## src/sync_fifo.sv

```systemverilog
`timescale 1ns/100ps

module sync_fifo #(
  parameter int DW    = 8,
  parameter int DEPTH = 4
) (
  input  logic          clk,
  input  logic          rst_n,
  input  logic          push_i,
  input  logic [DW-1:0] din_i,
  input  logic          pop_i,
  output logic [DW-1:0] dout_o,
  output logic          full_o,
  output logic          empty_o
);

  localparam int AW = $clog2(DEPTH);

  logic [DW-1:0] mem [DEPTH];
  logic [AW-1:0] wr_ptr;
  logic [AW-1:0] rd_ptr;
  logic [AW:0]   count;
  logic          do_push;
  logic          do_pop;

  assign full_o  = (count == (AW+1)'(DEPTH));
  assign empty_o = (count == '0);
  assign do_push = push_i & ~full_o;
  assign do_pop  = pop_i & ~empty_o;

  // Head word is always visible
  assign dout_o = mem[rd_ptr];

  always_ff @(posedge clk or negedge rst_n) begin
    if (!rst_n) begin
      wr_ptr <= '0;
      rd_ptr <= '0;
      count  <= '0;
    end else begin
      if (do_push) begin
        wr_ptr <= (wr_ptr == AW'(DEPTH-1)) ? '0 : wr_ptr + 1'b1;
      end
      if (do_pop) begin
        rd_ptr <= (rd_ptr == AW'(DEPTH-1)) ? '0 : rd_ptr + 1'b1;
      end
      count <= count + (AW+1)'(do_push) - (AW+1)'(do_pop);
    end
  end

  always_ff @(posedge clk) begin
    if (do_push) begin
      mem[wr_ptr] <= din_i;
    end
  end

endmodule

```

## config.mk

```make
export PLATFORM = sky130hd
export DESIGN_NAME = sync_fifo
export DESIGN_NICKNAME = d
export VERILOG_FILES = /design/src/sync_fifo.sv
export SDC_FILE = /design/constraint.sdc
export NUM_CORES = 1
export LEC_CHECK = 0
export BUFFER_PORTS_ARGS = -buffer_cell sky130_fd_sc_hd__buf_2
export CORE_UTILIZATION = 50
export DETAILED_ROUTE_END_ITERATION = 8
export GPL_ROUTABILITY_DRIVEN = 0
export GPL_TIMING_DRIVEN = 0
export PLACE_DENSITY = 0.79
export SYNTH_ARGS = -nofsm -noshare
export SYNTH_HDL_FRONTEND = slang
export SYNTH_SLANG_ARGS = --single-unit
```

## constraint.sdc

```tcl
create_clock -name clk -period 2.7 [get_ports clk]
set_clock_uncertainty 0.1 [all_clocks]
set_input_delay 0.405 -clock clk [delete_from_list [all_inputs] [get_ports clk]]
set_output_delay 0.405 -clock clk [all_outputs]
set_load 0.1 [all_outputs]
```

==> flow_summary_export.csv <==
group,metric,value,unit
run_status,status,"finished clean",
setup_path,critPathRequiredTime,2.19,ns
die,rows,20,
final_layout,final_util,60.6,%
final_layout,syn_to_final_growth,15.5,%
logic_synthesis,yosys_warnings,0,
logic_synthesis,synth_area,0.00160,sq mm
clock_tree,clock_sinks,39,
detailed_routing,viasPerCell,5.08,
global_route,grt_usage,16.9,%
clock_tree,clk_latency,0.33,ns
detailed_routing,postRouteAntennaNets,0,
logic_synthesis,syn_nets,101,
setup_path,cp_max_fo,9,
clock_tree,clockBufferDepth,2,
setup_path,rrSetupSlack,0.44,ns
die,initial_core_util,52.5,%
clock_tree,cts_resized,0,
timing,fmax,422,MHz
setup_path,worstSetupStartpointType,"register",
timing,rsz0062_at_grt,"no",
setup_path,worstPathArrival,1.87,ns
timing,whs,0.169,ns
clock_tree,cts_tree,"built",
detailed_routing,drt-pass1-iter-count,3,
die,core_area,0.00305,sq mm
clock_tree,path_clk_slew,0.12,ns
timing,slew_headroom,63.3,%
final_layout,nets,130,
detailed_routing,routed-via-count,788,
placement,dp.cells,146,
final_layout,fin_cells,155,
setup_path,crit_type,"reg -> out",
logic_synthesis,syn_inst,81,
detailed_routing,avgRoutedWirePerCell,15.1,microns
min_path,min_path_type,"in -> reg",
die,dieHeight,58.6,microns
die,io_pins,22,
logic_synthesis,yosysUniqueCellTypes,19,
clock_tree,cts_made_buffers,5,
die,dieArea,0.00344,sq mm
job,cap_violations,0,
logic_synthesis,yosysSeqAreaShare,70.9,%
timing,min_period,2.37,ns
clock_tree,cts_root_buffer,"clkbuf_4",
placement,portBuffers,21,
global_route,grt_max_degree,13,
clock_tree,h-tree-depth,2,
placement,post-dp-hpwl,1630,microns
global_route,grt_pass1_vias,820,
final_layout,num_antenna_cells,0,
logic_synthesis,syn_avg_cell_area,19.8,sq um
timing,tightest_slew,0.550,ns
setup_path,endpoint_kind,"output port",
timing,finalMaxSlewViolations,0,
timing,period_share,87.8,%
detailed_routing,drtIter0Drc,15,
final_layout,drive_above_1_share,42.3,%
detailed_routing,wl,2340,microns
timing,hold_violations,0,
global_route,grt_pass1_wl,3910,microns
logic_synthesis,ys_ff_latch,39,
global_route,antenna_found_initial,0,
timing,setup_violations,0,
detailed_routing,drc,0,
timing,tns,0,ns
die,fp.dieW,58.6,microns
global_route,grt_overflow_total,0,
[critical path, cell delays in order (launching register included)]
cell	delay, ns
dfrtp_1	0.37
clkbuf_1	0.44
mux4_2	0.30
buf_2	0.42
[cell usage after synthesis (all sizes together)]
cell type / n / area share, %
and2: 4 / 1.6
buf: 1 / 0.31
clkbuf: 1 / 0.23
dfrtp: 7 / 11
edfxtp: 32 / 60
fa: 1 / 1.2
ha: 7 / 5.5
inv: 7 / 1.6
mux2: 3 / 2.3
mux4: 8 / 11
nand2: 1 / 0.23
nand2b: 1 / 0.86
nor2: 2 / 0.47
nor2b: 1 / 0.55
nor3: 1 / 0.31
nor3b: 1 / 1.2
o22ai: 1 / 0.39
xnor2: 2 / 1.1
[final timing paths]
check	startpoint	end	depth (start not counted)
min in group asynchronous	rst_n	count[1]$_DFF_PN0_	2
max in group asynchronous	rst_n	count[0]$_DFF_PN0_	2
worst max register to register	count[2]$_DFF_PN0_	count[2]$_DFF_PN0_	9
worst min register to register	wr_ptr[0]$_DFFE_PN0P_	wr_ptr[0]$_DFFE_PN0P_	1
worst max-delay path	rd_ptr[1]$_DFFE_PN0P_	dout_o[2]	3
worst min-delay path	din_i[1]	mem[1][1]$_DFFE_PP_	1
[logic make-up (layout without fill, tap and decap cells)]
family	after synthesis	in the layout	share of synthesized area, %
adders and majority gates	8	8	6.71
buffers and inverters	9	39	2.19
DFF	39	39	70.9
AOI/OAI and AO/OA	1	1	0.391
and+or+nand+nor	11	11	5.15
muxes	11	11	13.6
xor gates and xnor gates	2	2	1.09
[per-layer routing]
layer  wire length (microns)  global-route usage [%]  vias to the layer above
li1                        -                       -                      363
met1                     984                    20.3                      401
met2                    1200                    27.9                       17
met3                     111                    6.81                        7
met4                      43                    6.12                        0
met5                       0                       0                        -
[timing repair]
item | 4_1_cts | 5_1_grt
hold buffers | 1 | 0
setup buffers | 0 | 0
endpoints found under the hold margin | 7 | 0
[registers in the layout, indices dropped and copies added, names as in the netlist]
signal / count
count: 3
wr_ptr: 2
mem: 32
rd_ptr: 2
[final cells by class]
type	instances	area, sq um
Clock buffer	7	55.1
Timing Repair Buffer	22	115
Clock inverter	1	5.00
Buffer	2	8.76
Multi-Input combinational cell	33	448
Sequential cell	39	1140
Fill cell	249	1200
Inverter	7	26.3
Tap cell	44	55.1
[cell usage in the layout, fill, tap and decap left out]
cell and count:
mux2_4 1, nand2_1 1, mux2_2 2, nor3b_4 1, clkinv_2 1, and2_1 4
buf_2 22, nor2_1 2, inv_1 7, o22ai_1 1, mux4_2 8, ha_2 1
clkbuf_8 1, edfxtp_1 32, fa_2 1, nand2b_4 1, xnor2_1 2, dlygate4sd3_1 1
dfrtp_1 6, nor3_4 1, ha_1 6, nor2b_2 1, dfrtp_2 1, clkbuf_4 5
clkbuf_1 2
[metrics by stage]
| step | setup slack (ns) | area, sq um |
|---|---|---|
| 6_report | 0.328 | 1850 |
| 5_1_grt | 0.177 | 1850 |
| 4_1_cts | 0.295 | 1850 |
| 3_5_place_dp | 0.467 | 1780 |
| 3_3_place_gp | 0.492 | 1780 |
| 2_1_floorplan | -0.131 | 1620 |
Power is left out: the tool's default activity adds up to more than one toggle a clock period on the data nets, which glitch-free logic cannot reach.
