<file path="config.mk">
export PLATFORM = sky130hd
export DESIGN_NAME = aggregator
export DESIGN_NICKNAME = d
export VERILOG_FILES = /design/src/gat_pkg.sv /design/src/aggregator.sv
export VERILOG_INCLUDE_DIRS = /design/src
export SDC_FILE = /design/constraint.sdc
export NUM_CORES = 1
export LEC_CHECK = 0
export BUFFER_PORTS_ARGS = -buffer_cell sky130_fd_sc_hd__buf_2
export CORE_UTILIZATION = 39
export DETAILED_ROUTE_END_ITERATION = 12
export SYNTH_ARGS = -nofsm -noshare
export SYNTH_HDL_FRONTEND = slang
export SYNTH_SLANG_ARGS = --single-unit
</file>
<file path="constraint.sdc">
create_clock -name clk -period 5.7 [get_ports clk]
set_clock_uncertainty 0.2 [all_clocks]
set_input_delay 0.285 -clock clk [delete_from_list [all_inputs] [get_ports clk]]
set_output_delay 0.285 -clock clk [all_outputs]
set_load 0.02 [all_outputs]
</file>
<file path="src/gat_config.svh">
`ifndef GAT_CONFIG_SVH
`define GAT_CONFIG_SVH

// Element width of W, values and WH
`define DATA_W      16

// Feature sizes
`define F_IN        8
`define F_OUT       2

// Nodes per subgraph, target node in slot 0
`define MAX_NODES   4

// Memory address widths
`define NNZ_AW      6
`define ROW_AW      5

`define FIFO_DEPTH  4

// Score to exponent mapping
`define SCORE_SHIFT 4
`define EXP_MAX     7

// Fraction bits of an attention weight
`define ALPHA_FRAC  8

`endif

</file>
<file path="src/gat_pkg.sv">
`include "gat_config.svh"

package gat_pkg;

  typedef logic [`F_OUT-1:0][`DATA_W-1:0] wh_t;

  typedef struct packed {
    logic [3:0] nnz;
    logic       last_in_sub;
    logic       last_in_graph;
  } node_info_t;

  typedef logic [2:0] cnt_t;

  typedef logic [`MAX_NODES-1:0][2:0] exp_vec_t;
  typedef logic [`MAX_NODES-1:0][8:0] alpha_vec_t;
  typedef wh_t  [`MAX_NODES-1:0]      wh_set_t;

  typedef enum logic [2:0] {S_IDLE, S_INFO, S_MAC, S_EMIT, S_DONE} spmm_state_t;

  typedef enum logic [1:0] {SM_IDLE, SM_SUM, SM_DIV, SM_PUSH} sm_state_t;

  typedef enum logic [1:0] {AG_IDLE, AG_ACC, AG_OUT} ag_state_t;

endpackage

</file>
<file path="src/aggregator.sv">
`timescale 1ns/100ps
`include "gat_config.svh"

module aggregator import gat_pkg::*; (
  input  logic       clk,
  input  logic       rst_n,
  input  logic       alpha_empty_i,
  input  logic       wh_empty_i,
  input  alpha_vec_t alpha_i,
  input  wh_set_t    wh_set_i,
  input  cnt_t       cnt_i,
  input  logic       last_graph_i,
  output logic       pop_o,
  output logic       out_valid_o,
  output wh_t        out_o,
  output logic       graph_done_o
);

  ag_state_t          state;
  alpha_vec_t         al_q;
  wh_set_t            set_q;
  cnt_t               cnt_q;
  logic               lg_q;
  logic [1:0]         j_q;
  logic signed [31:0] acc_q [`F_OUT];

  assign pop_o        = (state == AG_IDLE) & ~alpha_empty_i & ~wh_empty_i;
  assign out_valid_o  = (state == AG_OUT);
  assign graph_done_o = out_valid_o & lg_q;

  always_comb begin
    logic signed [31:0] sh;
    for (int k = 0; k < `F_OUT; k++) begin
      sh       = acc_q[k] >>> `ALPHA_FRAC;
      out_o[k] = sh[`DATA_W-1:0];
    end
  end

  always_ff @(posedge clk or negedge rst_n) begin
    if (!rst_n) begin
      state <= AG_IDLE;
      j_q   <= '0;
    end else begin
      case (state)
        AG_IDLE: begin
          if (pop_o) begin
            state <= AG_ACC;
            j_q   <= '0;
          end
        end
        AG_ACC: begin
          if ({1'b0, j_q} == cnt_q - 3'd1) begin
            state <= AG_OUT;
          end else begin
            j_q <= j_q + 1'b1;
          end
        end
        default: state <= AG_IDLE;
      endcase
    end
  end

  // One neighbor per cycle
  always_ff @(posedge clk) begin
    if (pop_o) begin
      al_q  <= alpha_i;
      set_q <= wh_set_i;
      cnt_q <= cnt_i;
      lg_q  <= last_graph_i;
      for (int k = 0; k < `F_OUT; k++) begin
        acc_q[k] <= '0;
      end
    end else if (state == AG_ACC) begin
      for (int k = 0; k < `F_OUT; k++) begin
        acc_q[k] <= acc_q[k] + $signed({1'b0, al_q[j_q]}) * $signed(set_q[j_q][k]);
      end
    end
  end

endmodule

</file>
==> results.cfg <==
[run_status]
run_status = finished with violations
failed_checks = setup timing

[placement]
placed_cell_area_mm2 = 0.0232
gp_congestion = 0.868
place_inst = 2762
port_buffers = 206
placement.setup.worst_slack_ns = -0.620
post-dp-hpwl_um = 39200

[critical_path]
crit_fanout = 16
end_kind = register
reg2reg_setup_slack_ns = -0.46
critPathMostFrequentCell = fa_1
critical_path_class = register to register
crit_path_max_incr_delay_ns = 0.56
critical_path.cell_chain = buf_12 -> mux4_2 -> buf_12 -> buf_12 -> nand2_2 -> fa_1 -> inv_1 -> fa_1 -> inv_1 -> fa_1 -> inv_1 -> fa_1 -> inv_1 -> fa_1 -> inv_2 -> ha_4 -> a2111oi_4 -> o21ai_2 -> a41oi_2 -> nor4_2 -> buf_4 -> o211ai_1 -> a21oi_1 -> o21a_1
critPathBufInv = 9
critical_path_required_ns = 5.83
worst-endpoint-arrival_ns = 6.29
crit_slowest_cell = dfrtp_4
cp_top_family = adder cells
startpoint_type = register

[logic_synthesis]
synth-warning-count = 0
syn_nets = 2315
ys_ff_latch = 220
netlist_instances = 1756
syn-mean-instance-area_um2 = 11.2
synth_seq_area_share = 0.335
yosys.cell_types.count = 64
ys_top_cells_by_area = edfxtp_1, fa_1, inv_1
synthArstFlopShare = 0.0182
netlist.top_cell.by_area = edfxtp_1
yosys.area.top_type_share = 0.330
post_synth_edffs = 216
ys_dominant_reg_cell = edfxtp_1
post_synth_instance_area_mm2 = 0.0197

[cts]
htree_levels = 1
maximum_buffer_depth_of_the_clock_tree = 3
clk_transition_reported_paths_ns = 0.07
clkLatencyLatePin_ns = 0.58
numClockSinks = 220
cts-buffers-inserted = 26
clk_root_buffer_cell = clkbuf_16
clock_tree_from_tritoncts = built

[floorplanning]
floorplan.die.width_um = 227
row_count = 81
top_level_ports = 207
floorplan.die_area_mm2 = 0.0513
core_mm2 = 0.0494
initial_standard_cell_utilization_of_the_core = 0.399
floorplan.die.height_um = 227

[sta]
worst_pin_slew_ns = 1.06
max_freq_mhz = 162
post-route-worst-setup-slack_ns = -0.458
report.final.slew_viol_count = 0
min_period_over_period = 1.08
rsz_0062_raised_after_global_routing = yes
finalWorstPathRequiredPeriod_ns = 6.16
timing.max_slew.rel_slack = 0.293
setup_violations = 28
finalHoldViolCount = 0

[hold_path]
min_path_type = input pin to register

[grt]
grt_first_pass_wirelength_um = 83600
grt_max_degree = 86
antenna_found_initial = 2
globalRoute.totalOverflow = 0
grt_pass1_vias = 15800
grtUsageTotal = 0.216

[routing]
dr_total_vias = 14600
wire_length_per_cell_after_detailed_routing_um = 17.9
detail-route-antenna-nets = 0
drtPass1Iterations = 5
vias_per_cell = 4.85
drt_iter0_drc = 775
detail_route.drc_violations = 0
wirelength_um = 54000

[layout]
areaGrowthSynthToFinish_pct = 35.0
final-instance-count-excl-fill = 3015
finalNetCount = 2892
layout_common_cells = inv_1, fa_1, buf_4, edfxtp_1, buf_2
n_fill_cell = 4278
post_route_cells_drive_above_1_share = 0.283
final_common_cell = inv_1
number_of_antenna_diodes = 0
finish.instance_area_mm2 = 0.0265

[run]
timing.max_cap.violations = 0
==> cell type report <==
type / instances / area, um^2 / area share
inverters: 408 / 1540 / 0.0579
flip-flops and latches: 220 / 6590 / 0.248
clock inverters: 17 / 225 / 0.00848
clock buffers: 29 / 662 / 0.0249
multi-input cells: 1055 / 11900 / 0.448
well taps: 664 / 831 / 0.0313
repair buffers: 622 / 4820 / 0.181
==> tightest hold or removal path, stage by stage <==
cell,delay (ns)
buf_2,0.11
or4_1,0.24
nand2_1,0.12
==> flip-flops by register name (all words and copies together), names as in the netlist <==
name,flops
al_q,36
j_q,2
set_q,128
acc_q,48
cnt_q,3
lg_q,1
state,2
==> worst paths after layout <==
kind | from | to | cells past startpoint
worst min-delay path | alpha_empty_i | state[0] | 3
min in group asynchronous | rst_n | j_q[0] | 3
worst max register to register | j_q[0] | acc_q[0][55] | 24
worst max-delay path | j_q[0] | acc_q[0][55] | 24
max in group asynchronous | rst_n | j_q[0] | 3
worst min register to register | cnt_q[0] | state[1] | 3
==> timing repair <==
item,4_1_cts,5_1_grt
setup buffers,16,13
setup endpoints to repair,30,33
pin swaps,21,15
gates cloned,5,2
resized for setup,54,40
hold buffers,171,0
endpoints found under the hold margin,173,0
==> metrics by stage <==
step / hold WS (ns) / utilization / setup TNS [ns]
global route: 0.0649 / 0.538 / -15.01
detailed placement: -0.0910 / 0.469 / -11.54
CTS: 0.0111 / 0.532 / -9.41
global placement: -0.0956 / 0.469 / -10.21
finish: 0.0292 / 0.538 / -8.75
floorplan: -0.211 / - / -1.50
==> metal layers <==
| layer | global-route usage | up-vias | share of wire |
|---|---|---|---|
| met5 | 0 | - | 0.00043 |
| met4 | 0.0748 | 4 | 0.033 |
| met3 | 0.0363 | 94 | 0.063 |
| met2 | 0.364 | 472 | 0.48 |
| met1 | 0.280 | 7357 | 0.42 |
| li1 | - | 6688 | - |
==> cells in the mapped netlist (all sizes together) (15+ instances only) <==
cell type  instances
o21ai             33
nand2            182
clkbuf            32
nand3             15
mux4              31
fa               274
a21oi             28
nor2             103
xor2              15
edfxtp           216
ha               113
nor2b             42
o21a              17
mux2i             16
xnor2             32
buf               46
inv              407
and2              50
==> logic make-up after synthesis <==
family                     Yosys count  share of synthesized area
and+or+nand+nor                    430                     0.0994
xor gates and xnor gates            48                     0.0221
adders and majority gates          387                      0.351
AOI/OAI and AO/OA                  128                     0.0434
muxes                               57                     0.0494
DFF                                220                      0.335
buffers and inverters              486                      0.100
Power is not shown: default switching activity piles up to over one toggle a cycle in this logic, so the estimate is an artifact.
