$ cat config.mk
export PLATFORM = sky130hd
export DESIGN_NAME = dmvm
export DESIGN_NICKNAME = d
export VERILOG_FILES = /design/src/gat_pkg.sv /design/src/dmvm.sv
export VERILOG_INCLUDE_DIRS = /design/src
export SDC_FILE = /design/constraint.sdc
export NUM_CORES = 2
export LEC_CHECK = 0
export BUFFER_PORTS_ARGS = -buffer_cell sky130_fd_sc_hd__buf_2
export CAP_MARGIN = 0
export CORE_MARGIN = 3
export CORE_UTILIZATION = 45
export DETAILED_ROUTE_END_ITERATION = 12
export PLACE_DENSITY_LB_ADDON = 0.05
export SLEW_MARGIN = 5
export SYNTH_ARGS = -nofsm -noshare
export SYNTH_HDL_FRONTEND = slang
export SYNTH_SLANG_ARGS = --single-unit
$ cat constraint.sdc
create_clock -name clk -period 14.3 [get_ports clk]
set_input_delay 0.715 -clock clk [delete_from_list [all_inputs] [get_ports clk]]
set_output_delay 0.715 -clock clk [all_outputs]
set_load 0.02 [all_outputs]
$ cat src/gat_config.svh
`ifndef GAT_CONFIG_SVH
`define GAT_CONFIG_SVH

// Element width of W, values and WH
`define DATA_W      16

// Feature sizes
`define F_IN        8
`define F_OUT       2

// Nodes per subgraph, target node in slot 0
`define MAX_NODES   4

// Memory address widths
`define NNZ_AW      6
`define ROW_AW      5

`define FIFO_DEPTH  4

// Score to exponent mapping
`define SCORE_SHIFT 4
`define EXP_MAX     7

// Fraction bits of an attention weight
`define ALPHA_FRAC  8

`endif

$ cat src/gat_pkg.sv
`include "gat_config.svh"

package gat_pkg;

  typedef logic [`F_OUT-1:0][`DATA_W-1:0] wh_t;

  typedef struct packed {
    logic [3:0] nnz;
    logic       last_in_sub;
    logic       last_in_graph;
  } node_info_t;

  typedef logic [2:0] cnt_t;

  typedef logic [`MAX_NODES-1:0][2:0] exp_vec_t;
  typedef logic [`MAX_NODES-1:0][8:0] alpha_vec_t;
  typedef wh_t  [`MAX_NODES-1:0]      wh_set_t;

  typedef enum logic [2:0] {S_IDLE, S_INFO, S_MAC, S_EMIT, S_DONE} spmm_state_t;

  typedef enum logic [1:0] {SM_IDLE, SM_SUM, SM_DIV, SM_PUSH} sm_state_t;

  typedef enum logic [1:0] {AG_IDLE, AG_ACC, AG_OUT} ag_state_t;

endpackage

$ cat src/dmvm.sv
`timescale 1ns/100ps
`include "gat_config.svh"

module dmvm import gat_pkg::*; (
  input  logic       clk,
  input  logic       rst_n,
  input  logic       attn_we_i,
  input  logic       attn_sel_i,
  input  wh_t        attn_din_i,
  input  logic       wh_valid_i,
  input  wh_t        wh_i,
  input  logic       last_sub_i,
  input  logic       last_graph_i,
  input  logic       exp_full_i,
  input  logic       wh_full_i,
  output logic       stall_o,
  output logic       push_o,
  output exp_vec_t   exp_o,
  output cnt_t       cnt_o,
  output logic       last_graph_o,
  output wh_set_t    wh_set_o
);

  wh_t                a_self_q;
  wh_t                a_nbr_q;
  logic signed [35:0] self_q;
  logic signed [35:0] self_cur;
  logic signed [35:0] score;
  logic signed [35:0] leaky;
  logic signed [35:0] shifted;
  logic [2:0]         e_new;
  logic [1:0]         idx_q;
  logic               pend_q;
  logic               lg_q;
  cnt_t               cnt_q;
  exp_vec_t           exp_q;
  wh_set_t            set_q;

  function automatic logic signed [35:0] dot(input wh_t a, input wh_t b);
    logic signed [35:0] s;
    s = '0;
    for (int k = 0; k < `F_OUT; k++) begin
      s += $signed(a[k]) * $signed(b[k]);
    end
    return s;
  endfunction

  // Slot 0 is the target, its a_self term is reused for the neighbors
  always_comb begin
    self_cur = (idx_q == 2'd0) ? dot(a_self_q, wh_i) : self_q;
    score    = self_cur + dot(a_nbr_q, wh_i);
    leaky    = score[35] ? score >>> 3 : score;
    shifted  = leaky >>> `SCORE_SHIFT;
    if (shifted < 0) begin
      e_new = 3'd0;
    end else if (shifted > `EXP_MAX) begin
      e_new = 3'(`EXP_MAX);
    end else begin
      e_new = shifted[2:0];
    end
  end

  assign stall_o      = pend_q | (wh_valid_i & last_sub_i);
  assign push_o       = pend_q & ~exp_full_i & ~wh_full_i;
  assign exp_o        = exp_q;
  assign cnt_o        = cnt_q;
  assign last_graph_o = lg_q;
  assign wh_set_o     = set_q;

  always_ff @(posedge clk or negedge rst_n) begin
    if (!rst_n) begin
      pend_q <= 1'b0;
      idx_q  <= '0;
    end else begin
      if (wh_valid_i) begin
        if (last_sub_i) begin
          pend_q <= 1'b1;
          idx_q  <= '0;
        end else begin
          idx_q <= idx_q + 1'b1;
        end
      end
      if (push_o) begin
        pend_q <= 1'b0;
      end
    end
  end

  always_ff @(posedge clk) begin
    if (attn_we_i) begin
      if (attn_sel_i) begin
        a_nbr_q <= attn_din_i;
      end else begin
        a_self_q <= attn_din_i;
      end
    end
    if (wh_valid_i) begin
      exp_q[idx_q] <= e_new;
      set_q[idx_q] <= wh_i;
      if (idx_q == 2'd0) begin
        self_q <= self_cur;
      end
      if (last_sub_i) begin
        cnt_q <= {1'b0, idx_q} + 3'd1;
        lg_q  <= last_graph_i;
      end
    end
  end

endmodule

==> results.toml <==
[status]
outcome = "complete, no violations"

[sta]
tns_ps = 0
skew_ps = 19.7
min_period_ps = 14120
post-route-period-util_pct = 98.8
relSlewSlack_pct = 27.5
setup_viol = 0
rsz0062_at_grt = "true"
worst_slew_pin_slew_ps = 1090
fmax_ghz = 0.0708
final_hold_viol_count = 0
drv_slew = 0

[floorplan]
coreArea_sq_mm = 0.111
die_area_sq_mm = 0.117
rows = 122
die_x_um = 342
initial_core_util_pct = 45.6
die_y_um = 342
io_pins = 219

[cells_and_area]
final_common_cell = "inv_1"
areaGrowthSynthToFinish_pct = 14.5
utilization_pct = 52.2
layout_common_cells = "inv_1 (1396), fa_1 (1240), nand2_1 (576)"
num-nets-final = 7051
drive_gt1_share_pct = 15.7

[critical_path]
worstSetupEndpointType = "flip-flop"
worst-path-max-fanout = 6
critPathMostFrequentCell = "fa_1"
cp.required_ps = 14740
max_stage_delay_ps = 600
startpoint_type = "flip-flop"
critPathKind = "flip-flop to flip-flop"
crit_arrival_ps = 14560
cpMaxStageDelayCell = "fa_1"

[synth]
yosys.cell_types.count = 78
async_flop_share_pct = 1.21
syn-cell-area_sq_mm = 0.0507
seq_area_frac_synth_pct = 14.6
synth_area_per_cell_sq_um = 10.3
synthCells = 4929
ys_ff_latch = 247
synthesis.nets = 6549
synth_edf_count = 244
synthFlopType = "edfxtp_1"
ys_warn_count = 0

[drt]
avgRoutedWirePerCell_um = 20.5
drc = 0
num_vias = 33971
wl_mm = 143
drt_iter0_drc = 1648
viasPerCell = 4.89
ant_nets = 0
firstDrtPassIters = 5

[clock_tree]
clk_pin_slew_worst_paths_ps = 60
cts_tree = "built"
clk-insertion-delay-late_ps = 630
htreeDepth = 1
cts_sinks = 247
cts_max_path_buffers = 3
cts-root-buf = "clkbuf_16"
cts_made_buffers = 30

[global_route]
grt_pass1_wl_mm = 228
antenna_found_initial = 12
grt_pass1_vias = 38030
overflow = 0
track_usage_pct = 25.6
grt_max_degree = 37

[placed_design]
port_buffers = 218
gp_congestion = 0.883
hpwl_mm = 125

[flow_run]
maxCapViolations = 0

[worst_hold_path]
hold_path.class = "input pin to flip-flop"
logic make-up (layout without fill, tap and decap cells):
| family | after synthesis | count (layout) | synth area share, % |
|---|---|---|---|
| and+or+nand+nor | 1213 | 1213 | 11.9 |
| DFF | 247 | 247 | 14.6 |
| xor gates and xnor gates | 68 | 68 | 1.17 |
| adders and majority gates | 1547 | 1547 | 56.7 |
| AOI/OAI and AO/OA | 216 | 216 | 3.01 |
| buffers and inverters | 1605 | 2131 | 11.9 |
| other | 0 | 4 | 0 |
| muxes | 33 | 33 | 0.691 |
timing repair:
item                                    in CTS  in global routing
endpoints found under the hold margin        3                  0
hold buffers                                 1                  0
setup buffers                                9                 16
resized for setup                           44                113
endpoints found under the setup margin      12                 12
pin swaps                                   34                 93
registers in the layout, indices dropped and copies added, names as in the netlist:
register / cells
a_self_q: 32
exp_o: 12
idx_q: 2
cnt_o: 3
self_q: 36
a_nbr_q: 32
last_graph_o: 1
wh_set_o: 128
pend_q: 1
through the flow:
step | std cells | area (sq um) | hold slack (ps) | worst slack [ps]
4_1_cts | 6927 | 57500 | 232 | -11.5
3_5_place_dp | 6861 | 56200 | 518 | -786
3_3_place_gp | 6861 | 56200 | 521 | -788
5_1_grt | 6943 | 58100 | 248 | -274
6_report | 6947 | 58100 | 273 | 175
2_1_floorplan | 4929 | 50700 | 419 | 221
layout make-up:
cell class                 count  area [sq um]
multi-input combinational   3077         37900
inverter                    1419          5330
clock buffer                  32           758
timing repair buffer         656          4600
tap                         1488          1860
antenna                        4          10.0
clock inverter                24           221
sequential                   247          7400
fill                       10320         53200
path summary, 6_finish.rpt:
check / startpoint / cells past startpoint / end / slack [ps]
max: a_self_q[26] / 50 / exp_o[3] / 180
min: last_graph_i / 1 / last_graph_o / 270
max reg2reg: a_self_q[26] / 50 / exp_o[3] / 180
min in group asynchronous: rst_n / 2 / pend_q / 440
min reg2reg: self_q[9] / 1 / self_q[9] / 580
max in group asynchronous: rst_n / 2 / idx_q[1] / 13750
cell usage after synthesis, types with 5 or more instances:
library cell  instances  area share, %
a211oi_1              9           0.13
a211oi_2              5           0.12
a21o_1               22           0.33
a21oi_1              55           0.54
a31oi_1               8          0.099
and2_1              435            5.4
and3_1                6          0.074
buf_2                 5          0.049
clkbuf_1            172            1.3
clkbuf_2              6          0.059
edfxtp_1            244             14
fa_1               1254             49
ha_1                293            7.2
inv_1              1418             10
mux2_2               12           0.27
mux2i_1              20           0.39
nand2_1             580            4.3
nand2b_1             53           0.65
nand3_1              12           0.12
nand3b_1              8           0.12
nand4_1              12           0.15
nor2_1               60           0.44
nor2b_1               8          0.099
nor3_1               16           0.16
nor4_1                5          0.062
o2111ai_1             5          0.086
o211ai_1              9           0.13
o21a_1                7           0.10
o21ai_0              39           0.38
o21bai_1              5          0.074
or3_1                 6          0.074
xnor2_1              51           0.88
xor2_1               17           0.29
worst max-delay path, delay by kind of cell, from the launching register on:
kind,cells,cell delay (ps)
compound gates,11,2390
xor+xnor,1,300
fa+ha+maj,18,8620
buf+inv,14,1070
flops,1,500
mux,2,450
simple gates,4,620
layer usage:
| layer | up-vias | GRT usage (%) | part of all wire [%] |
|---|---|---|---|
| met5 | - | 0 | 0.020 |
| met4 | 4 | 6.34 | 2.8 |
| li1 | 15240 | - | - |
| met1 | 17809 | 36.8 | 45 |
| met3 | 170 | 2.59 | 4.4 |
| met2 | 748 | 42.1 | 47 |
Power is left out: the tool's default activity adds up to more than one toggle a clock period on the data nets, which glitch-free logic cannot reach.
