<file path="src/sdp_ram.sv">
`timescale 1ns/100ps

module sdp_ram #(
  parameter int AW = 4,
  parameter int DW = 8
) (
  input  logic          clk,
  input  logic          we_i,
  input  logic [AW-1:0] waddr_i,
  input  logic [DW-1:0] din_i,
  input  logic [AW-1:0] raddr_i,
  output logic [DW-1:0] dout_o
);

  logic [DW-1:0] mem [2**AW];

  // Host write port
  always_ff @(posedge clk) begin
    if (we_i) begin
      mem[waddr_i] <= din_i;
    end
  end

  // One cycle read latency
  always_ff @(posedge clk) begin
    dout_o <= mem[raddr_i];
  end

endmodule

</file>
<file path="config.mk">
export PLATFORM = sky130hd
export DESIGN_NAME = sdp_ram
export DESIGN_NICKNAME = d
export VERILOG_FILES = /design/src/sdp_ram.sv
export SDC_FILE = /design/constraint.sdc
export NUM_CORES = 1
export LEC_CHECK = 0
export BUFFER_PORTS_ARGS = -buffer_cell sky130_fd_sc_hd__buf_2
export CAP_MARGIN = 25
export CORE_ASPECT_RATIO = 0.7
export CORE_MARGIN = 2
export CORE_UTILIZATION = 55
export DETAILED_ROUTE_END_ITERATION = 6
export PLACE_DENSITY = 0.71
export SYNTH_ARGS = -nofsm -noshare
export SYNTH_HDL_FRONTEND = slang
export SYNTH_SLANG_ARGS = --single-unit
</file>
<file path="constraint.sdc">
create_clock -name clk -period 3.6 [get_ports clk]
set_clock_uncertainty 0.2 [all_clocks]
set_input_delay 0.36 -clock clk [delete_from_list [all_inputs] [get_ports clk]]
set_output_delay 0.36 -clock clk [all_outputs]
set_load 0.01 [all_outputs]
</file>
==> flow_summary.ini, run 1 <==
[yosys]
syn_nets = 247
synth_cells = 229
synth_warnings = 0
ys_types = 19
yosysSeqAreaShare_pct = 77.8
ys_ff_latch = 136
netlist_area_mm2 = 0.00515
synth.avg_cell_area_um2 = 22.5

[global_routing]
use_met2_pct = 30.6
grt_overflow = 0
grt_pass1_wl_um = 14500
met1_usage_pct = 29.5
grt_usage_pct = 20.9
grt_max_degree = 33
antenna_found_initial = 0
grtUsageMet3_pct = 6.12
gr-max-usage-layer = met2
grt_pass1_vias = 2471

[critical_path]
cp-start-kind = input port
r2r_end = dout_o[5]
reg2reg_slack_ns = 2.05
worstSetupEndpointType = flip-flop
arrival_ns = 1.66
crit_type = in2reg
worstReg2RegStart = mem[10][5]
crit_required_ns = 3.44
crit_path_max_fanout = 8
worst-r2r-cell-count = 3

[floorplan]
start_util_pct = 56.7
die_w_um = 120
ios = 26
die_area_mm2 = 0.0102
core_mm2 = 0.00907
die_h_um = 84.9
num_rows = 29

[sta]
period_needed_ns = 1.82
worstMarginPinSlew_ns = 0.942
slew-limit-headroom_pct = 36.9
finalCritPeriodShare_pct = 50.7
hold_viol = 0
drv_slew = 0
setup_tns_ns = 0
rsz0062_at_grt = no
setup_viol = 0
clock.fmax_mhz = 548
finalWorstSetupSlack_ns = 1.78

[placed_design]
post-place-ws_ns = 1.31
io_buffer_count = 25
gp_congestion = 0.739
dp_hpwl_um = 5780

[cells_and_area]
diodes = 0
area_delta_synth_final_pct = 14.7
layout_commonest_cell = edfxtp_1
fill_cells = 620
drive_gt1_share_pct = 25.6
final-seq-area_mm2 = 0.00400
fin_nets = 286
final_cell_mix = edfxtp_1, buf_2, mux4_2, clkbuf_16, a22oi_1
multi_input_area_mm2 = 0.00106

[route]
drc_errors = 0
wl_per_cell_um = 22.8
routed_wl_um = 9240
drt_iter0_drc = 337
vias = 2385
antenna_left = 0
firstDrtPassIters = 4
vias_per_cell = 5.89

[cts]
cts_repair_resize_count = 0
cts.htree.levels = 4
cts_root_buf = clkbuf_16
cts_buffers = 17
hold_buffers = 0
cts_tree = built
insertion_delay_ns = 0.42
path_clk_slew_ns = 0.05
cts_buffer_depth = 2
post_cts_buffers = 0
clock_sinks = 136

[power_and_ir_drop]
power.density_mw_per_mm2 = 585
leakage_uw = 0.00198
peakVddDrop_mv = 0.408

[job]
cap_violations = 0

[worst_hold_path]
hold_path.class = in2reg
worstHoldEndpoint = mem[6][3]
min-delay-start = din_i[3]
holdPathStages = 1

[run_status]
outcome = finished, final reports clean
==> metrics by stage <==
step | cell area, µm² | hold WS (ns) | util (%) | power (µW) | std cells
after global placement | 5380 | 0.469 | 59.3 | 1970 | 373
after detailed placement | 5380 | 0.479 | 59.3 | 1970 | 373
after CTS | 5900 | 0.117 | 65.1 | 3480 | 405
after global routing | 5900 | 0.130 | 65.1 | 3560 | 405
final | 5900 | 0.124 | 65.1 | 3450 | 405
after floorplan | 5150 | 0.259 | - | 1910 | 229
==> per-layer routing <==
layer	part of all wire, %	routed length (µm)	vias to the layer above
met5	0	0	-
li1	-	-	1053
met2	48	4390	86
met3	7.5	695	17
met4	1.8	163	0
met1	43	3990	1229
==> where the power goes <==
part | internal [µW] | switching, µW | leakage, µW
Combinational | 64.3 | 90.6 | 0.000496
Clock | 942 | 573 | 0.000258
Sequential | 1770 | 10.4 | 0.00122
Total | 2780 | 674 | 0.00198
==> worst max-delay path, stage by stage <==
cell and delay [ns]:
buf_2 0.11, or3b_2 0.52, nor2_1 0.66
==> state kept, by name, indices dropped and copies added (netlist names) <==
| register | cells |
|---|---|
| mem | 128 |
| dout_o | 8 |
==> Yosys cell counts <==
master	instances	area share, %
nand3_1	1	0.097
nand2b_1	2	0.24
dfxtp_1	8	3.1
nor2b_1	1	0.12
nand2_1	9	0.66
nand3b_1	2	0.29
a22oi_1	16	2.3
buf_4	1	0.15
mux4_1	14	7.1
and2b_1	1	0.15
buf_6	3	0.66
clkdlybuf4s25_2	3	0.58
or3b_2	1	0.17
nor3_1	4	0.39
edfxtp_1	128	75
and2_1	1	0.12
nor2_1	13	0.95
buf_2	3	0.29
mux4_2	18	7.9
==> worst max-delay path by stage <==
stage                 to  slack [ns]  cells after the start       start
5_1_grt        dout_o[5]        1.65                      5  raddr_i[0]
3_3_place_gp   dout_o[5]        1.31                      5  raddr_i[0]
2_1_floorplan  mem[0][0]        1.55                      2  waddr_i[2]
3_5_place_dp   dout_o[5]        1.31                      5  raddr_i[0]
4_1_cts        dout_o[5]        1.75                      5  raddr_i[0]
6_report       mem[1][7]        1.78                      3  waddr_i[2]
==> logic make-up after synthesis <==
logic type / synth area share [%]
mux: 15.0
buf+inv: 1.68
flops: 77.8
simple gates: 3.18
compound gates: 2.33
==> area by class of cell <==
cell class | count | area share (%)
clock buffer | 27 | 8.52
tap | 124 | 2.63
timing repair buffer | 30 | 2.76
clock inverter | 5 | 0.360
sequential | 136 | 67.8
multi-input combinational | 83 | 17.9
No activity file was read; power rests on OpenSTA's default activity.
==> run 2, diff against run 1 <==
==> constraint.sdc (replaced) <==
create_clock -name clk -period 1.86 [get_ports clk]
set_clock_uncertainty 0.2 [all_clocks]
set_input_delay 0.186 -clock clk [delete_from_list [all_inputs] [get_ports clk]]
set_output_delay 0.186 -clock clk [all_outputs]
set_load 0.01 [all_outputs]
==> flow_summary.ini, run 2 (synthesis gave the netlist of run 1 again) <==
[run_status]
outcome = finished, final reports clean

[critical_path]
worstSetupEndpointType = flip-flop
max_stage_delay_ns = 0.50
cp-start-kind = flip-flop
crit_path_max_fanout = 1
crit_start = mem[1][2]
crit_type = reg2reg
cpMaxStageDelayCell = mux4_1
reg2reg_slack_ns = 0.22
worst-r2r-cell-count = 3
arrival_ns = 1.74
worstReg2RegStart = mem[1][2]
r2r_end = dout_o[2]
crit_required_ns = 1.95
critical_path.cell_chain = mux4_1 -> a22oi_1 -> nand2_1

[floorplan]
ios = 26
die_w_um = 120
die_area_mm2 = 0.0102
num_rows = 29
die_h_um = 84.9
start_util_pct = 56.7
core_mm2 = 0.00907

[cells_and_area]
layout_commonest_cell = edfxtp_1
diodes = 0
drive_gt1_share_pct = 30.2
area_delta_synth_final_pct = 20.1
final_area_mm2 = 0.00618
fin_nets = 313
final_cell_mix = edfxtp_1, buf_2, buf_4, mux4_2, clkbuf_16
reg_top3 = mem (128), dout_o (8)
max_flop_register = mem
largest_reg_flops = 128

[route]
vias_per_cell = 5.70
wl_per_cell_um = 22.7
firstDrtPassIters = 4
vias = 2463
routed_wl_um = 9810
drc_errors = 0
antenna_left = 0
drt_iter0_drc = 306

[global_routing]
grt_pass1_wl_um = 15100
grt_pass1_vias = 2514
grt_usage_pct = 21.9
antenna_found_initial = 0
grt_overflow = 0
grt_max_degree = 33

[sta]
setup_tns_ns = 0
hold_viol = 0
finalCritPeriodShare_pct = 88.4
clock.fmax_mhz = 608
setup_viol = 0
slew-limit-headroom_pct = 46.0
drv_slew = 0
worstMarginPinSlew_ns = 0.808
rsz0062_at_grt = no
period_needed_ns = 1.64

[cts]
cts_root_buf = clkbuf_16
path_clk_slew_ns = 0.05
insertion_delay_ns = 0.42
cts_tree = built
cts_buffers = 17
clock_sinks = 136
cts_repair_resize_count = 0
cts_buffer_depth = 2
cts.htree.levels = 4

[worst_hold_path]
hold_path.class = in2reg
worstHoldEndpoint = dout_o[1]
min-delay-start = raddr_i[3]
holdPathStages = 4

[placed_design]
io_buffer_count = 25
gp_congestion = 0.826
dp_hpwl_um = 6140
place_area_mm2 = 0.00556

[job]
cap_violations = 0

[power_and_ir_drop]
power.density_mw_per_mm2 = 1100
peakVddDrop_mv = 0.924
leakage_uw = 0.00213
-- run 2: power breakdown --
group	switching (µW)	internal, µW	total (µW)
registers	18.2	3430	3450
logic	187	156	343
clock network	1120	1880	3000
total	1330	5460	6790
-- run 2: final cells by class --
type	count	area (µm²)
sequential	136	4000
fill	586	2890
multi-input combinational	83	1060
clock buffer	30	524
timing repair buffer	57	423
tap	124	155
clock inverter	2	12.5
-- run 2: metrics by stage --
step	utilization (%)	setup WS, ns	power (µW)	instances	hold slack (ns)
3_5_place_dp	61.3	-0.0118	3840	392	0.376
4_1_cts	68.1	0.240	6840	432	0.0388
5_1_grt	68.1	0.146	7020	432	0.0969
6_report	68.1	0.215	6790	432	0.0691
2_1_floorplan	-	0.208	3690	229	0.0849
3_3_place_gp	61.3	-0.0217	3830	392	0.368
-- run 2: per-layer routing --
metal	vias to the layer above	GRT usage [%]	share of wire, %	wire, µm
li1	1106	-	-	-
met1	1260	32.1	45	4430
met2	81	32.1	48	4670
met3	16	5.71	5.9	579
met4	0	9.30	1.4	133
met5	-	0	0	0
-- run 2: worst max path at each step --
stage	cells past startpoint	end	slack, ns
5_1_grt	3	dout_o[2]	0.15
3_3_place_gp	5	dout_o[2]	-0.02
4_1_cts	3	dout_o[2]	0.24
3_5_place_dp	5	dout_o[2]	-0.01
6_report	3	dout_o[2]	0.22
2_1_floorplan	2	mem[3][0]	0.21
-- run 2: timing repair --
item | CTS | global route
setup buffers | 0 | 0
hold buffers | 8 | 0
endpoints found under the setup margin | 0 | 0
endpoints found under the hold margin | 128 | 0
-- run 2: worst max-delay path, delay by kind of cell (launching register included) --
kind | cells | cell delay [ns]
mux | 1 | 0.50
compound gates | 1 | 0.39
flops | 1 | 0.35
simple gates | 1 | 0.09
