--- config.mk ---
export PLATFORM = sky130hd
export DESIGN_NAME = spmm
export DESIGN_NICKNAME = d
export VERILOG_FILES = /design/src/gat_pkg.sv /design/src/spmm.sv
export VERILOG_INCLUDE_DIRS = /design/src
export SDC_FILE = /design/constraint.sdc
export NUM_CORES = 1
export LEC_CHECK = 0
export BUFFER_PORTS_ARGS = -buffer_cell sky130_fd_sc_hd__buf_4
export CAP_MARGIN = 0
export CORE_MARGIN = 5
export CORE_UTILIZATION = 55
export CTS_BUF_LIST = sky130_fd_sc_hd__clkbuf_4 sky130_fd_sc_hd__clkbuf_8 sky130_fd_sc_hd__clkbuf_16
export CTS_CLUSTER_DIAMETER = 200
export DETAILED_ROUTE_END_ITERATION = 8
export PLACE_DENSITY_LB_ADDON = 0.15
export SYNTH_ARGS = -nofsm -noshare
export SYNTH_HDL_FRONTEND = slang
export SYNTH_SLANG_ARGS = --single-unit
--- constraint.sdc ---
create_clock -name clk -period 8.7 [get_ports clk]
set_input_delay 0 -clock clk [delete_from_list [all_inputs] [get_ports clk]]
set_output_delay 0 -clock clk [all_outputs]
set_load 0.01 [all_outputs]
--- src/gat_config.svh ---
`ifndef GAT_CONFIG_SVH
`define GAT_CONFIG_SVH

// Element width of W, values and WH
`define DATA_W      16

// Feature sizes
`define F_IN        8
`define F_OUT       2

// Nodes per subgraph, target node in slot 0
`define MAX_NODES   4

// Memory address widths
`define NNZ_AW      6
`define ROW_AW      5

`define FIFO_DEPTH  4

// Score to exponent mapping
`define SCORE_SHIFT 4
`define EXP_MAX     7

// Fraction bits of an attention weight
`define ALPHA_FRAC  8

`endif

--- src/gat_pkg.sv ---
`include "gat_config.svh"

package gat_pkg;

  typedef logic [`F_OUT-1:0][`DATA_W-1:0] wh_t;

  typedef struct packed {
    logic [3:0] nnz;
    logic       last_in_sub;
    logic       last_in_graph;
  } node_info_t;

  typedef logic [2:0] cnt_t;

  typedef logic [`MAX_NODES-1:0][2:0] exp_vec_t;
  typedef logic [`MAX_NODES-1:0][8:0] alpha_vec_t;
  typedef wh_t  [`MAX_NODES-1:0]      wh_set_t;

  typedef enum logic [2:0] {S_IDLE, S_INFO, S_MAC, S_EMIT, S_DONE} spmm_state_t;

  typedef enum logic [1:0] {SM_IDLE, SM_SUM, SM_DIV, SM_PUSH} sm_state_t;

  typedef enum logic [1:0] {AG_IDLE, AG_ACC, AG_OUT} ag_state_t;

endpackage

--- src/spmm.sv ---
`timescale 1ns/100ps
`include "gat_config.svh"

module spmm import gat_pkg::*; #(
  parameter int COL_W = $clog2(`F_IN)
) (
  input  logic               clk,
  input  logic               rst_n,
  input  logic               load_done_i,
  input  logic               stall_i,
  input  node_info_t         info_i,
  input  logic [COL_W-1:0]   col_i,
  input  logic [`DATA_W-1:0] val_i,
  input  wh_t                w_i,
  output logic [`ROW_AW-1:0] info_addr_o,
  output logic [`NNZ_AW-1:0] nnz_addr_o,
  output logic [COL_W-1:0]   w_addr_o,
  output logic               wh_valid_o,
  output wh_t                wh_o,
  output logic               last_sub_o,
  output logic               last_graph_o
);

  spmm_state_t        state;
  logic               ld_q;
  logic               ld_rise;
  logic [`ROW_AW-1:0] row_q;
  logic [`NNZ_AW-1:0] ptr_q;
  logic [3:0]         left_q;
  logic               lsub_q;
  logic               lgraph_q;
  logic               mac_v;
  logic               wh_valid_q;
  logic [`DATA_W-1:0] val_d;
  wh_t                acc_q;

  assign ld_rise = load_done_i & ~ld_q;

  // Next address goes out so RAM data matches row_q and ptr_q
  assign info_addr_o = (state == S_EMIT) ? row_q + 1'b1 : row_q;
  assign nnz_addr_o  = (state == S_MAC) ? ptr_q + 1'b1 : ptr_q;
  assign w_addr_o    = col_i;

  assign wh_valid_o   = wh_valid_q;
  assign wh_o         = acc_q;
  assign last_sub_o   = lsub_q;
  assign last_graph_o = lgraph_q;

  always_ff @(posedge clk or negedge rst_n) begin
    if (!rst_n) begin
      state      <= S_IDLE;
      ld_q       <= 1'b0;
      row_q      <= '0;
      ptr_q      <= '0;
      left_q     <= '0;
      lsub_q     <= 1'b0;
      lgraph_q   <= 1'b0;
      mac_v      <= 1'b0;
      wh_valid_q <= 1'b0;
    end else begin
      ld_q       <= load_done_i;
      mac_v      <= (state == S_MAC);
      wh_valid_q <= (state == S_EMIT);
      row_q      <= info_addr_o;
      ptr_q      <= nnz_addr_o;
      case (state)
        S_IDLE: begin
          if (ld_rise) begin
            state <= S_INFO;
          end
        end
        S_INFO: begin
          if (!stall_i) begin
            left_q   <= info_i.nnz;
            lsub_q   <= info_i.last_in_sub;
            lgraph_q <= info_i.last_in_graph;
            state    <= (info_i.nnz == '0) ? S_EMIT : S_MAC;
          end
        end
        S_MAC: begin
          left_q <= left_q - 1'b1;
          if (left_q == 4'd1) begin
            state <= S_EMIT;
          end
        end
        S_EMIT: begin
          state <= lgraph_q ? S_DONE : S_INFO;
        end
        default: begin
          row_q <= '0;
          ptr_q <= '0;
          if (!load_done_i) begin
            state <= S_IDLE;
          end
        end
      endcase
    end
  end

  // Value waits one cycle for its weight row
  always_ff @(posedge clk) begin
    val_d <= val_i;
    if (state == S_INFO) begin
      acc_q <= '0;
    end else if (mac_v) begin
      for (int k = 0; k < `F_OUT; k++) begin
        // Wraps to 16 bits
        acc_q[k] <= acc_q[k] + val_d * w_i[k];
      end
    end
  end

endmodule

==> reports/summary.txt <==
Status - complete, no violations
Cell count after synthesis - 1,298
Pleak - 6.593 nW
DRT Wirelength - 27,070 um
Syn_area_per_cell - 8.750 sq um
GR Overflow Total - 0
Sequential power share - 10.8%
Ant diodes - 0
Sw power - 2.405 mW
Slew Limit Fails - 0
Final min period - 5.954 ns
Rel. slew slack - 26.50%
Most frequent cells in the layout - 310 x inv_1, 189 x nand2_1, 188 x fa_1
Post-synth EDFFs - 0
Clk root buf - clkbuf_16
Clock Path Buffers - 2
Post-DR wirelength/cell - 16.26 um
RSZ-0062 raised after global routing - no
Sw frac - 48.03%
Commonest non-fill, non-tap cell in the layout - inv_1
Number of port buffers - 103
Pwr Total - 5.007 mW
Insertion delay to the later sink of the worst-skew pair - 0.35 ns
CTS resizes - 0
Setup bufs post-CTS - 0
Comb pwr share - 81.0%
GPL Wtd Cong - 0.8416
Pre-CTS setup slack - 2.814 ns
FF+latch count, synth - 71
First-pass DRT Iterations - 5
Worst slew pin tran - 1.101 ns
Share of layout cells above drive strength 1 - 9.391%
Max Freq - 168.0 MHz
Synth area leader - fa_1
Tot GR Track Use - 24.07%
CTS tree - built
YS warnings - 0
Remaining antenna violation count - 0
Core Region - 20,300 sq um
Synthesis-to-layout area growth - 13.33%
First-pass GRT wire length - 46,090 um
Largest net degree at the start of global routing - 37
Critical path class - reg -> reg
Ys async rst share - 32.39%
HPWL Detailed - 21,110 um
Syn Nets - 1,655
Synth top area cells - fa_1 33%, ha_1 12%, inv_1 10%, dfxtp_1 8.5%, nand2_1 6.2%
Setup TNS - 0 ns
Pwr/cell area - 389.0 nW/um^2
Fin cells - 1,665
Die height - 153.7 um
Initial antenna violation count - 0
Fin worst setup slack - 2.746 ns
DR iter-0 viols - 454
# nets final - 1,747
Initial core utilization - 55.95%
Crit-path max FO - 24
Die footprint - 23,620 sq um
Hold-fix buffers, CTS - 27
CTS Sinks - 71
Maximum vdd drop - 395.2 uV
Crit end category - register
Reg clk slew, reported paths - 0.07 ns
# fillers - 1,779
Register area share after synthesis - 13.53%
CTS H-tree depth - 3
Placed Cells - 1,622
Final Cycle Share - 68.44%
HP Class - in -> out
Vias in the first global route - 9,238
Via count - 8,505
Pint - 2.602 mW
Top cell type's share of synthesized area - 33.14%
Final hold violations - 0
Critical Path Start Type - register
Row count - 52
Setup Skew - 0.01063 ns
Inserted Clock Buffers - 9
Final setup fails - 0
Distinct cells, synth - 44
Critical Path RT - 8.96 ns
Top_reg_cell synth - dfxtp_1
Die width - 153.7 um
Max Cap Viol - 0
FF-to-FF setup slack - 2.75 ns
I/O pin total - 110
Post-Syn Area - 11,360 sq um
Residual DRC - 0
Clock power share - 8.2%
Arrival time of the worst setup path - 6.21 ns
Final core utilization - 63.41%
Via/cell ratio - 5.108
flip-flops by register name, indices dropped and copies added, names as in the netlist:
signal	cells
ptr_q	6
last_graph_o	1
val_d	16
left_q	4
mac_v	1
ld_q	1
last_sub_o	1
state	3
wh_valid_o	1
wh_o	32
row_q	5
power groups by stage:
stage                     Clock, mW  Sequential [mW]  Combinational (mW)
after CTS                     0.423            0.542                4.09
after global routing          0.431            0.559                4.66
after global placement            0            0.546                3.98
after floorplan                   0            0.522                3.16
final                         0.410            0.543                4.05
after detailed placement          0            0.547                4.04
final cells by class:
class                           instances  area [sq um]  share of cell area (%)
Timing Repair Buffer                  135          1081                   8.399
Clock buffer                            9         225.2                   1.750
Multi-Input combinational cell        863          8439                   65.57
Inverter                              310          1164                   9.041
Clock inverter                          7         86.33                  0.6707
Tap cell                              270         337.8                   2.625
Sequential cell                        71          1538                   11.95
synth_stat cells (2+ instances only):
cell type	number
inv_1	310
nand2_1	189
fa_1	188
ha_1	108
and2_1	99
xnor2_1	71
nor2_1	51
dfxtp_1	48
clkbuf_1	42
mux2i_1	27
dfrtp_1	23
a21oi_1	19
xor2_1	16
nor2b_1	15
a21o_1	11
o21a_1	9
o21ai_0	8
nand2b_1	5
nand3_1	5
o21ai_1	5
buf_1	4
buf_2	4
buf_4	4
nor3_1	4
mux2_2	3
nand4_1	3
or3_1	3
a2111oi_1	2
a211oi_1	2
a21boi_0	2
a311oi_1	2
nor3b_1	2
o221a_2	2
o41ai_1	2
logic make-up after synthesis:
group / after synthesis / synth area share [%]
AND/OR/NAND/NOR: 382 / 15.77
buffers and inverters: 364 / 12.21
AO/OA/AOI/OAI: 67 / 3.878
flip-flops: 71 / 13.53
multiplexers: 30 / 2.677
XOR/XNOR: 88 / 6.908
adder cells (fa/ha/maj): 296 / 45.04
critical path: stages (launching register included):
cell and delay [ns]:
dfxtp_1 1.00, and2_1 0.25, fa_1 0.41, inv_1 0.07, fa_1 0.45, fa_1 0.40
inv_1 0.08, fa_1 0.44, fa_1 0.55, inv_1 0.05, fa_1 0.48, inv_1 0.04
ha_1 0.32, a21o_1 0.17, a21o_1 0.20, a21oi_1 0.21, a21oi_1 0.12, or3_1 0.35
a311oi_1 0.25
final timing paths:
kind | from | end | cells after the start
worst min register to register | wh_o[20] | wh_o[20] | 2
max in group asynchronous | rst_n | mac_v | 2
min in group asynchronous | rst_n | ptr_q[2] | 2
worst min-delay path | col_i[2] | w_addr_o[2] | 0
worst max register to register | val_d[4] | wh_o[15] | 18
worst max-delay path | val_d[4] | wh_o[15] | 18
layer usage:
| layer | global-route usage, % | wire [um] |
|---|---|---|
| met1 | 33.15 | 11700 |
| met5 | 0 | 0 |
| met2 | 39.57 | 12910 |
| met3 | 3.626 | 1832 |
| met4 | 7.359 | 623 |
through the flow:
step	hold slack (ns)	instance area [sq um]
floorplan	-0.2956	11360
global placement	-0.08956	12290
detailed placement	-0.08926	12290
finish	0.000004435	12870
global route	0.00001836	12870
CTS	0.00006862	12870
No activity file was read; power rests on OpenSTA's default activity.
