**src/gat_config.svh**
```systemverilog
`ifndef GAT_CONFIG_SVH
`define GAT_CONFIG_SVH

// Element width of W, values and WH
`define DATA_W      16

// Feature sizes
`define F_IN        8
`define F_OUT       2

// Nodes per subgraph, target node in slot 0
`define MAX_NODES   4

// Memory address widths
`define NNZ_AW      6
`define ROW_AW      5

`define FIFO_DEPTH  4

// Score to exponent mapping
`define SCORE_SHIFT 4
`define EXP_MAX     7

// Fraction bits of an attention weight
`define ALPHA_FRAC  8

`endif

```
**src/gat_pkg.sv**
```systemverilog
`include "gat_config.svh"

package gat_pkg;

  typedef logic [`F_OUT-1:0][`DATA_W-1:0] wh_t;

  typedef struct packed {
    logic [3:0] nnz;
    logic       last_in_sub;
    logic       last_in_graph;
  } node_info_t;

  typedef logic [2:0] cnt_t;

  typedef logic [`MAX_NODES-1:0][2:0] exp_vec_t;
  typedef logic [`MAX_NODES-1:0][8:0] alpha_vec_t;
  typedef wh_t  [`MAX_NODES-1:0]      wh_set_t;

  typedef enum logic [2:0] {S_IDLE, S_INFO, S_MAC, S_EMIT, S_DONE} spmm_state_t;

  typedef enum logic [1:0] {SM_IDLE, SM_SUM, SM_DIV, SM_PUSH} sm_state_t;

  typedef enum logic [1:0] {AG_IDLE, AG_ACC, AG_OUT} ag_state_t;

endpackage

```
**src/softmax.sv**
```systemverilog
`timescale 1ns/100ps
`include "gat_config.svh"

module softmax import gat_pkg::*; (
  input  logic       clk,
  input  logic       rst_n,
  input  logic       empty_i,
  input  exp_vec_t   exp_i,
  input  cnt_t       cnt_i,
  input  logic       last_graph_i,
  input  logic       full_i,
  output logic       pop_o,
  output logic       push_o,
  output alpha_vec_t alpha_o,
  output cnt_t       cnt_o,
  output logic       last_graph_o
);

  sm_state_t  state;
  exp_vec_t   exp_q;
  cnt_t       cnt_q;
  logic       lg_q;
  alpha_vec_t alpha_q;
  logic [9:0] den_q;
  logic [9:0] rem_q;
  logic [8:0] nlo_q;
  logic [7:0] q_q;
  logic [3:0] bi_q;
  logic [1:0] j_q;
  logic       ld_q;
  logic [9:0] sum_c;
  logic [15:0] num_c;
  logic [10:0] trial;
  logic        ge;

  always_comb begin
    sum_c = '0;
    for (int j = 0; j < `MAX_NODES; j++) begin
      if (j < int'(cnt_q)) begin
        sum_c = sum_c + (10'd1 << exp_q[j]);
      end
    end
    num_c = 16'd1 << (exp_q[j_q] + 4'(`ALPHA_FRAC));
    // Restoring step for one quotient bit per cycle
    trial = {rem_q, nlo_q[8]};
    ge    = (trial >= {1'b0, den_q});
  end

  assign pop_o        = (state == SM_IDLE) & ~empty_i;
  assign push_o       = (state == SM_PUSH) & ~full_i;
  assign alpha_o      = alpha_q;
  assign cnt_o        = cnt_q;
  assign last_graph_o = lg_q;

  always_ff @(posedge clk or negedge rst_n) begin
    if (!rst_n) begin
      state <= SM_IDLE;
      j_q   <= '0;
      bi_q  <= '0;
      ld_q  <= 1'b0;
    end else begin
      case (state)
        SM_IDLE: begin
          if (pop_o) begin
            state <= SM_SUM;
          end
        end
        SM_SUM: begin
          state <= SM_DIV;
          j_q   <= '0;
          ld_q  <= 1'b1;
        end
        SM_DIV: begin
          if (ld_q) begin
            ld_q <= 1'b0;
            bi_q <= 4'd8;
          end else if (bi_q == '0) begin
            ld_q <= 1'b1;
            if ({1'b0, j_q} == cnt_q - 3'd1) begin
              state <= SM_PUSH;
            end else begin
              j_q <= j_q + 1'b1;
            end
          end else begin
            bi_q <= bi_q - 1'b1;
          end
        end
        default: begin
          if (!full_i) begin
            state <= SM_IDLE;
          end
        end
      endcase
    end
  end

  always_ff @(posedge clk) begin
    if (pop_o) begin
      exp_q <= exp_i;
      cnt_q <= cnt_i;
      lg_q  <= last_graph_i;
    end
    if (state == SM_SUM) begin
      den_q   <= sum_c;
      alpha_q <= '0;
    end
    if (state == SM_DIV) begin
      if (ld_q) begin
        // Quotient fits in 9 bits, so start from the upper dividend bits
        rem_q <= 10'(num_c[15:9]);
        nlo_q <= num_c[8:0];
      end else begin
        rem_q <= ge ? 10'(trial - {1'b0, den_q}) : trial[9:0];
        nlo_q <= {nlo_q[7:0], 1'b0};
        q_q   <= {q_q[6:0], ge};
        if (bi_q == '0) begin
          alpha_q[j_q] <= {q_q, ge};
        end
      end
    end
  end

endmodule

```
**config.mk**
```make
export PLATFORM = sky130hd
export DESIGN_NAME = softmax
export DESIGN_NICKNAME = d
export VERILOG_FILES = /design/src/gat_pkg.sv /design/src/softmax.sv
export VERILOG_INCLUDE_DIRS = /design/src
export SDC_FILE = /design/constraint.sdc
export NUM_CORES = 1
export LEC_CHECK = 0
export BUFFER_PORTS_ARGS = -buffer_cell sky130_fd_sc_hd__buf_2
export CAP_MARGIN = 30
export CORE_MARGIN = 4
export CORE_UTILIZATION = 60
export CTS_CLUSTER_SIZE = 12
export DETAILED_ROUTE_END_ITERATION = 6
export GPL_TIMING_DRIVEN = 0
export PLACE_DENSITY = 0.84
export SLEW_MARGIN = 20
export SYNTH_ARGS = -nofsm -noshare
export SYNTH_HDL_FRONTEND = slang
export SYNTH_SLANG_ARGS = --single-unit
```
**constraint.sdc**
```tcl
create_clock -name clk -period 7 [get_ports clk]
set_input_delay 1.05 -clock clk [delete_from_list [all_inputs] [get_ports clk]]
set_output_delay 1.05 -clock clk [all_outputs]
set_load 0.02 [all_outputs]
```
==> impl_results.md <==
- Synth Register Bits: 90
- Max IR drop VDD: around 0.17 mV
- Post-synth top flop: edfxtp_1
- Clock skew: around 0.014 ns
- Slowest CP cell: edfxtp_1
- Vias per inst: about 6
- Dominant cell by count in the synthesized netlist: nand2_1
- Synth Area in XOR/XNOR: 0.0224
- Tot GR Track Use: 0.244
- Total negative setup slack: 0 ns
- Gate Count Post-Synth: 639
- Syn-to-layout area delta: 11.6%
- Hold Fails Final Rpt: 0
- Final wirelength: 13800 µm
- Maximum number of pins on one net before global-route repair: 21
- Register area share after synthesis: 0.392
- Synth Area in Compound Gates: 0.161
- Vias in the first global route: around 4800
- RSZ-0062 raised after global routing: false
- Initial antenna violation count: 0
- CTS root buffer: clkbuf_8
- Clk buf depth: 2
- Post-cts sizing count: 0
- Async SR Flop Fraction: 0.100
- Req. time, crit path: roughly 7.2 ns
- Simple-gate share of the synthesized area: 0.250
- Crit. End Element: flip-flop
- Slew Viols, Final: 0
- Die height: between 100 and 150 µm
- TritonCTS Sinks: 90
- Worst-Margin Slew: 0.860 ns
- Fillers: between 700 and 800
- Number of synthesized flops with an enable pin: between 40 and 50
- WP data arrival: between 6 and 7 ns
- Post-Syn Nets: 709
- Final core occ: 0.697
- Drc violations: 0
- Clock Latency Late Sink: 0.37 ns
- Std-Cell Rows: 35
- Commonest cells in the netlist: nand2_1, ha_1, edfxtp_1, nor2_1, nand3b_1
- Crit-path max FO: 10
- Max-Cap Viols: 0
- Starting Density: 0.625
- 1st-iter DRT viols: 318
- Synth top area cells: edfxtp_1, dfxtp_1, ha_1
- Htree depth: 3
- Total number of vias: 5018
- Layout cell share with drive strength beyond 1: 0.148
- Io pins: 62
- Total power: 2.49 mW
- CTS Buf Count: 9
- Distinct cell type count after synthesis: 66
- Core box area: 9370 µm²
- Critical path startpoint category: flip-flop
- Mux cell area share after synthesis: 0.0244
- Mapped cell area: 5860 µm²
- Main combinational cell family by area after synthesis: simple AND/OR/NAND/NOR gates
- HPWL Detailed: 10500 µm
- Remaining Overflow, GRT: 0
- Status: finished clean
- Fin crit share: 0.831
- Postcts setup bufs: 0
- Adder-Cell Fraction of Synth Area: 0.112
- Post-synth top area cell: edfxtp_1
- Pwr Density: 382 nW/µm²
- Global-route wire length before repair: between 20000 and 25000 µm
- Die W: around 110 µm
- # port buffers: 61
- Worst-path clk slew: roughly 0.090 ns
- CP peak stage delay: between 0.5 and 0.6 ns
- Synth warn: 0
- Yosys top cell area share: 0.231
- Die Footprint: 11400 µm²
- Fmax: 0.172 GHz
- Static Leak: 2.98 nW
- DRT Pass-1 Iters: 5
- Tmin final: between 5 and 6 ns
- Nets: roughly 780
- Max-Slew Margin vs Limit: 0.427
- DRT antenna net count: 0
- Worst hold-check path type: flip-flop to flip-flop
- RePlAce Congestion: 0.880
- TritonCTS clock tree: built
- Wirelength per Cell: 16.3 µm
- Synthesized area per cell: 9.16 µm²
- Critical path class: flip-flop to flip-flop
- Cells along the critical path: buf_2 -> nor3_1 -> or2_2 -> nor3_1 -> ha_1 -> inv_1 -> fa_1 -> nor2b_1 -> o21a_1 -> nor3_1 -> o32ai_1 -> ha_1 -> o21a_1 -> o31a_1 -> o31ai_1 -> xor2_1 -> o21ai_0 -> ha_1 -> and3_1 -> a21oi_1 -> o21ai_0 -> a2111oi_0 -> a211o_1
- Hold_ws: 0.470 ns
- CTS Hold Bufs: 0
- Diodes inserted: 0
- # setup viols final: 0
[sequential cells by signal (all words and copies together), names as in the netlist]
| register | flops |
|---|---|
| alpha_o | 36 |
| bi_q | 4 |
| cnt_o | 3 |
| den_q | 10 |
| exp_q | 12 |
| j_q | 2 |
| last_graph_o | 1 |
| ld_q | 1 |
| nlo_q | 1 |
| q_q | 8 |
| rem_q | 10 |
| state | 2 |
[cells in the final DEF (no fill, tap or decap), types with 10 or more instances in the layout]
cell      count
nand2_1      99
ha_1         46
nor3b_1      10
inv_1        35
nor2_1       45
clkbuf_1     18
buf_2        66
o21ai_0      29
a21o_1       14
dfxtp_1      36
nand3b_1     40
o21a_1       11
nor3_1       17
a21oi_1      20
nand3_1      18
edfxtp_1     45
[power by group]
part | internal (mW) | leakage (nW) | total (mW) | switching [mW]
logic | 0.517 | 2.06 | 1.28 | 0.764
clock network | 0.155 | 0.0975 | 0.351 | 0.195
registers | 0.748 | 0.826 | 0.863 | 0.115
total | 1.42 | 2.98 | 2.49 | 1.07
[final cells by class]
type                       count  area (µm²)  share of cell area
buffer                        22        88.8              0.0136
inverter                      35         131              0.0201
multi-input combinational    492        3340               0.511
tap                          129         161              0.0247
clock inverter                 5        42.5             0.00651
clock buffer                  11         153              0.0234
sequential                    90        2300               0.352
timing repair buffer          62         320              0.0490
[path summary, 6_finish.rpt]
check                           slack [ns]             endpoint  cells after the start           startpoint
worst max-delay path                  1.18   den_q[9]$_DFFE_PP_                     23   cnt_o[2]$_DFFE_PP_
worst min-delay path                  0.47  alpha_o[21]$_DFF_P_                      2  alpha_o[21]$_DFF_P_
worst max register to register        1.18   den_q[9]$_DFFE_PP_                     23   cnt_o[2]$_DFFE_PP_
worst min register to register        0.47  alpha_o[21]$_DFF_P_                      2  alpha_o[21]$_DFF_P_
max in group asynchronous             6.27   j_q[0]$_DFFE_PN0P_                      1                rst_n
min in group asynchronous             0.53  bi_q[3]$_DFFE_PN0P_                      1                rst_n
[cells by family after synthesis]
logic type	after synthesis
AND/OR/NAND/NOR	283
AO/OA/AOI/OAI	134
flip-flops	90
buffers and inverters	57
adder cells (fa/ha/maj)	50
XOR/XNOR	15
multiplexers	10
[per-stage QoR]
step / setup WS (ns) / std cells / cell area, µm²
after global placement: 1.41 / 829 / 6320
after detailed placement: 1.28 / 830 / 6340
after floorplan: 1.95 / 639 / 5860
final: 1.18 / 846 / 6540
after global routing: 0.790 / 846 / 6540
after CTS: 1.21 / 846 / 6540
[layer usage]
layer / global-route usage / part of all wire / wire, µm
met4: 0.0475 / 0.011 / 145
met5: 0 / 0 / 0
met1: 0.324 / 0.44 / 6120
met2: 0.420 / 0.48 / 6670
met3: 0.0476 / 0.061 / 845
[critical path: cells and delay by family, from the launching register on]
family	cells	cell delay [ns]
simple gates	6	1.00
xor+xnor	1	0.17
fa+ha+maj	4	1.36
compound gates	10	2.19
buf+inv	2	0.40
flops	1	0.57
Power figures use the tool's default switching activity.
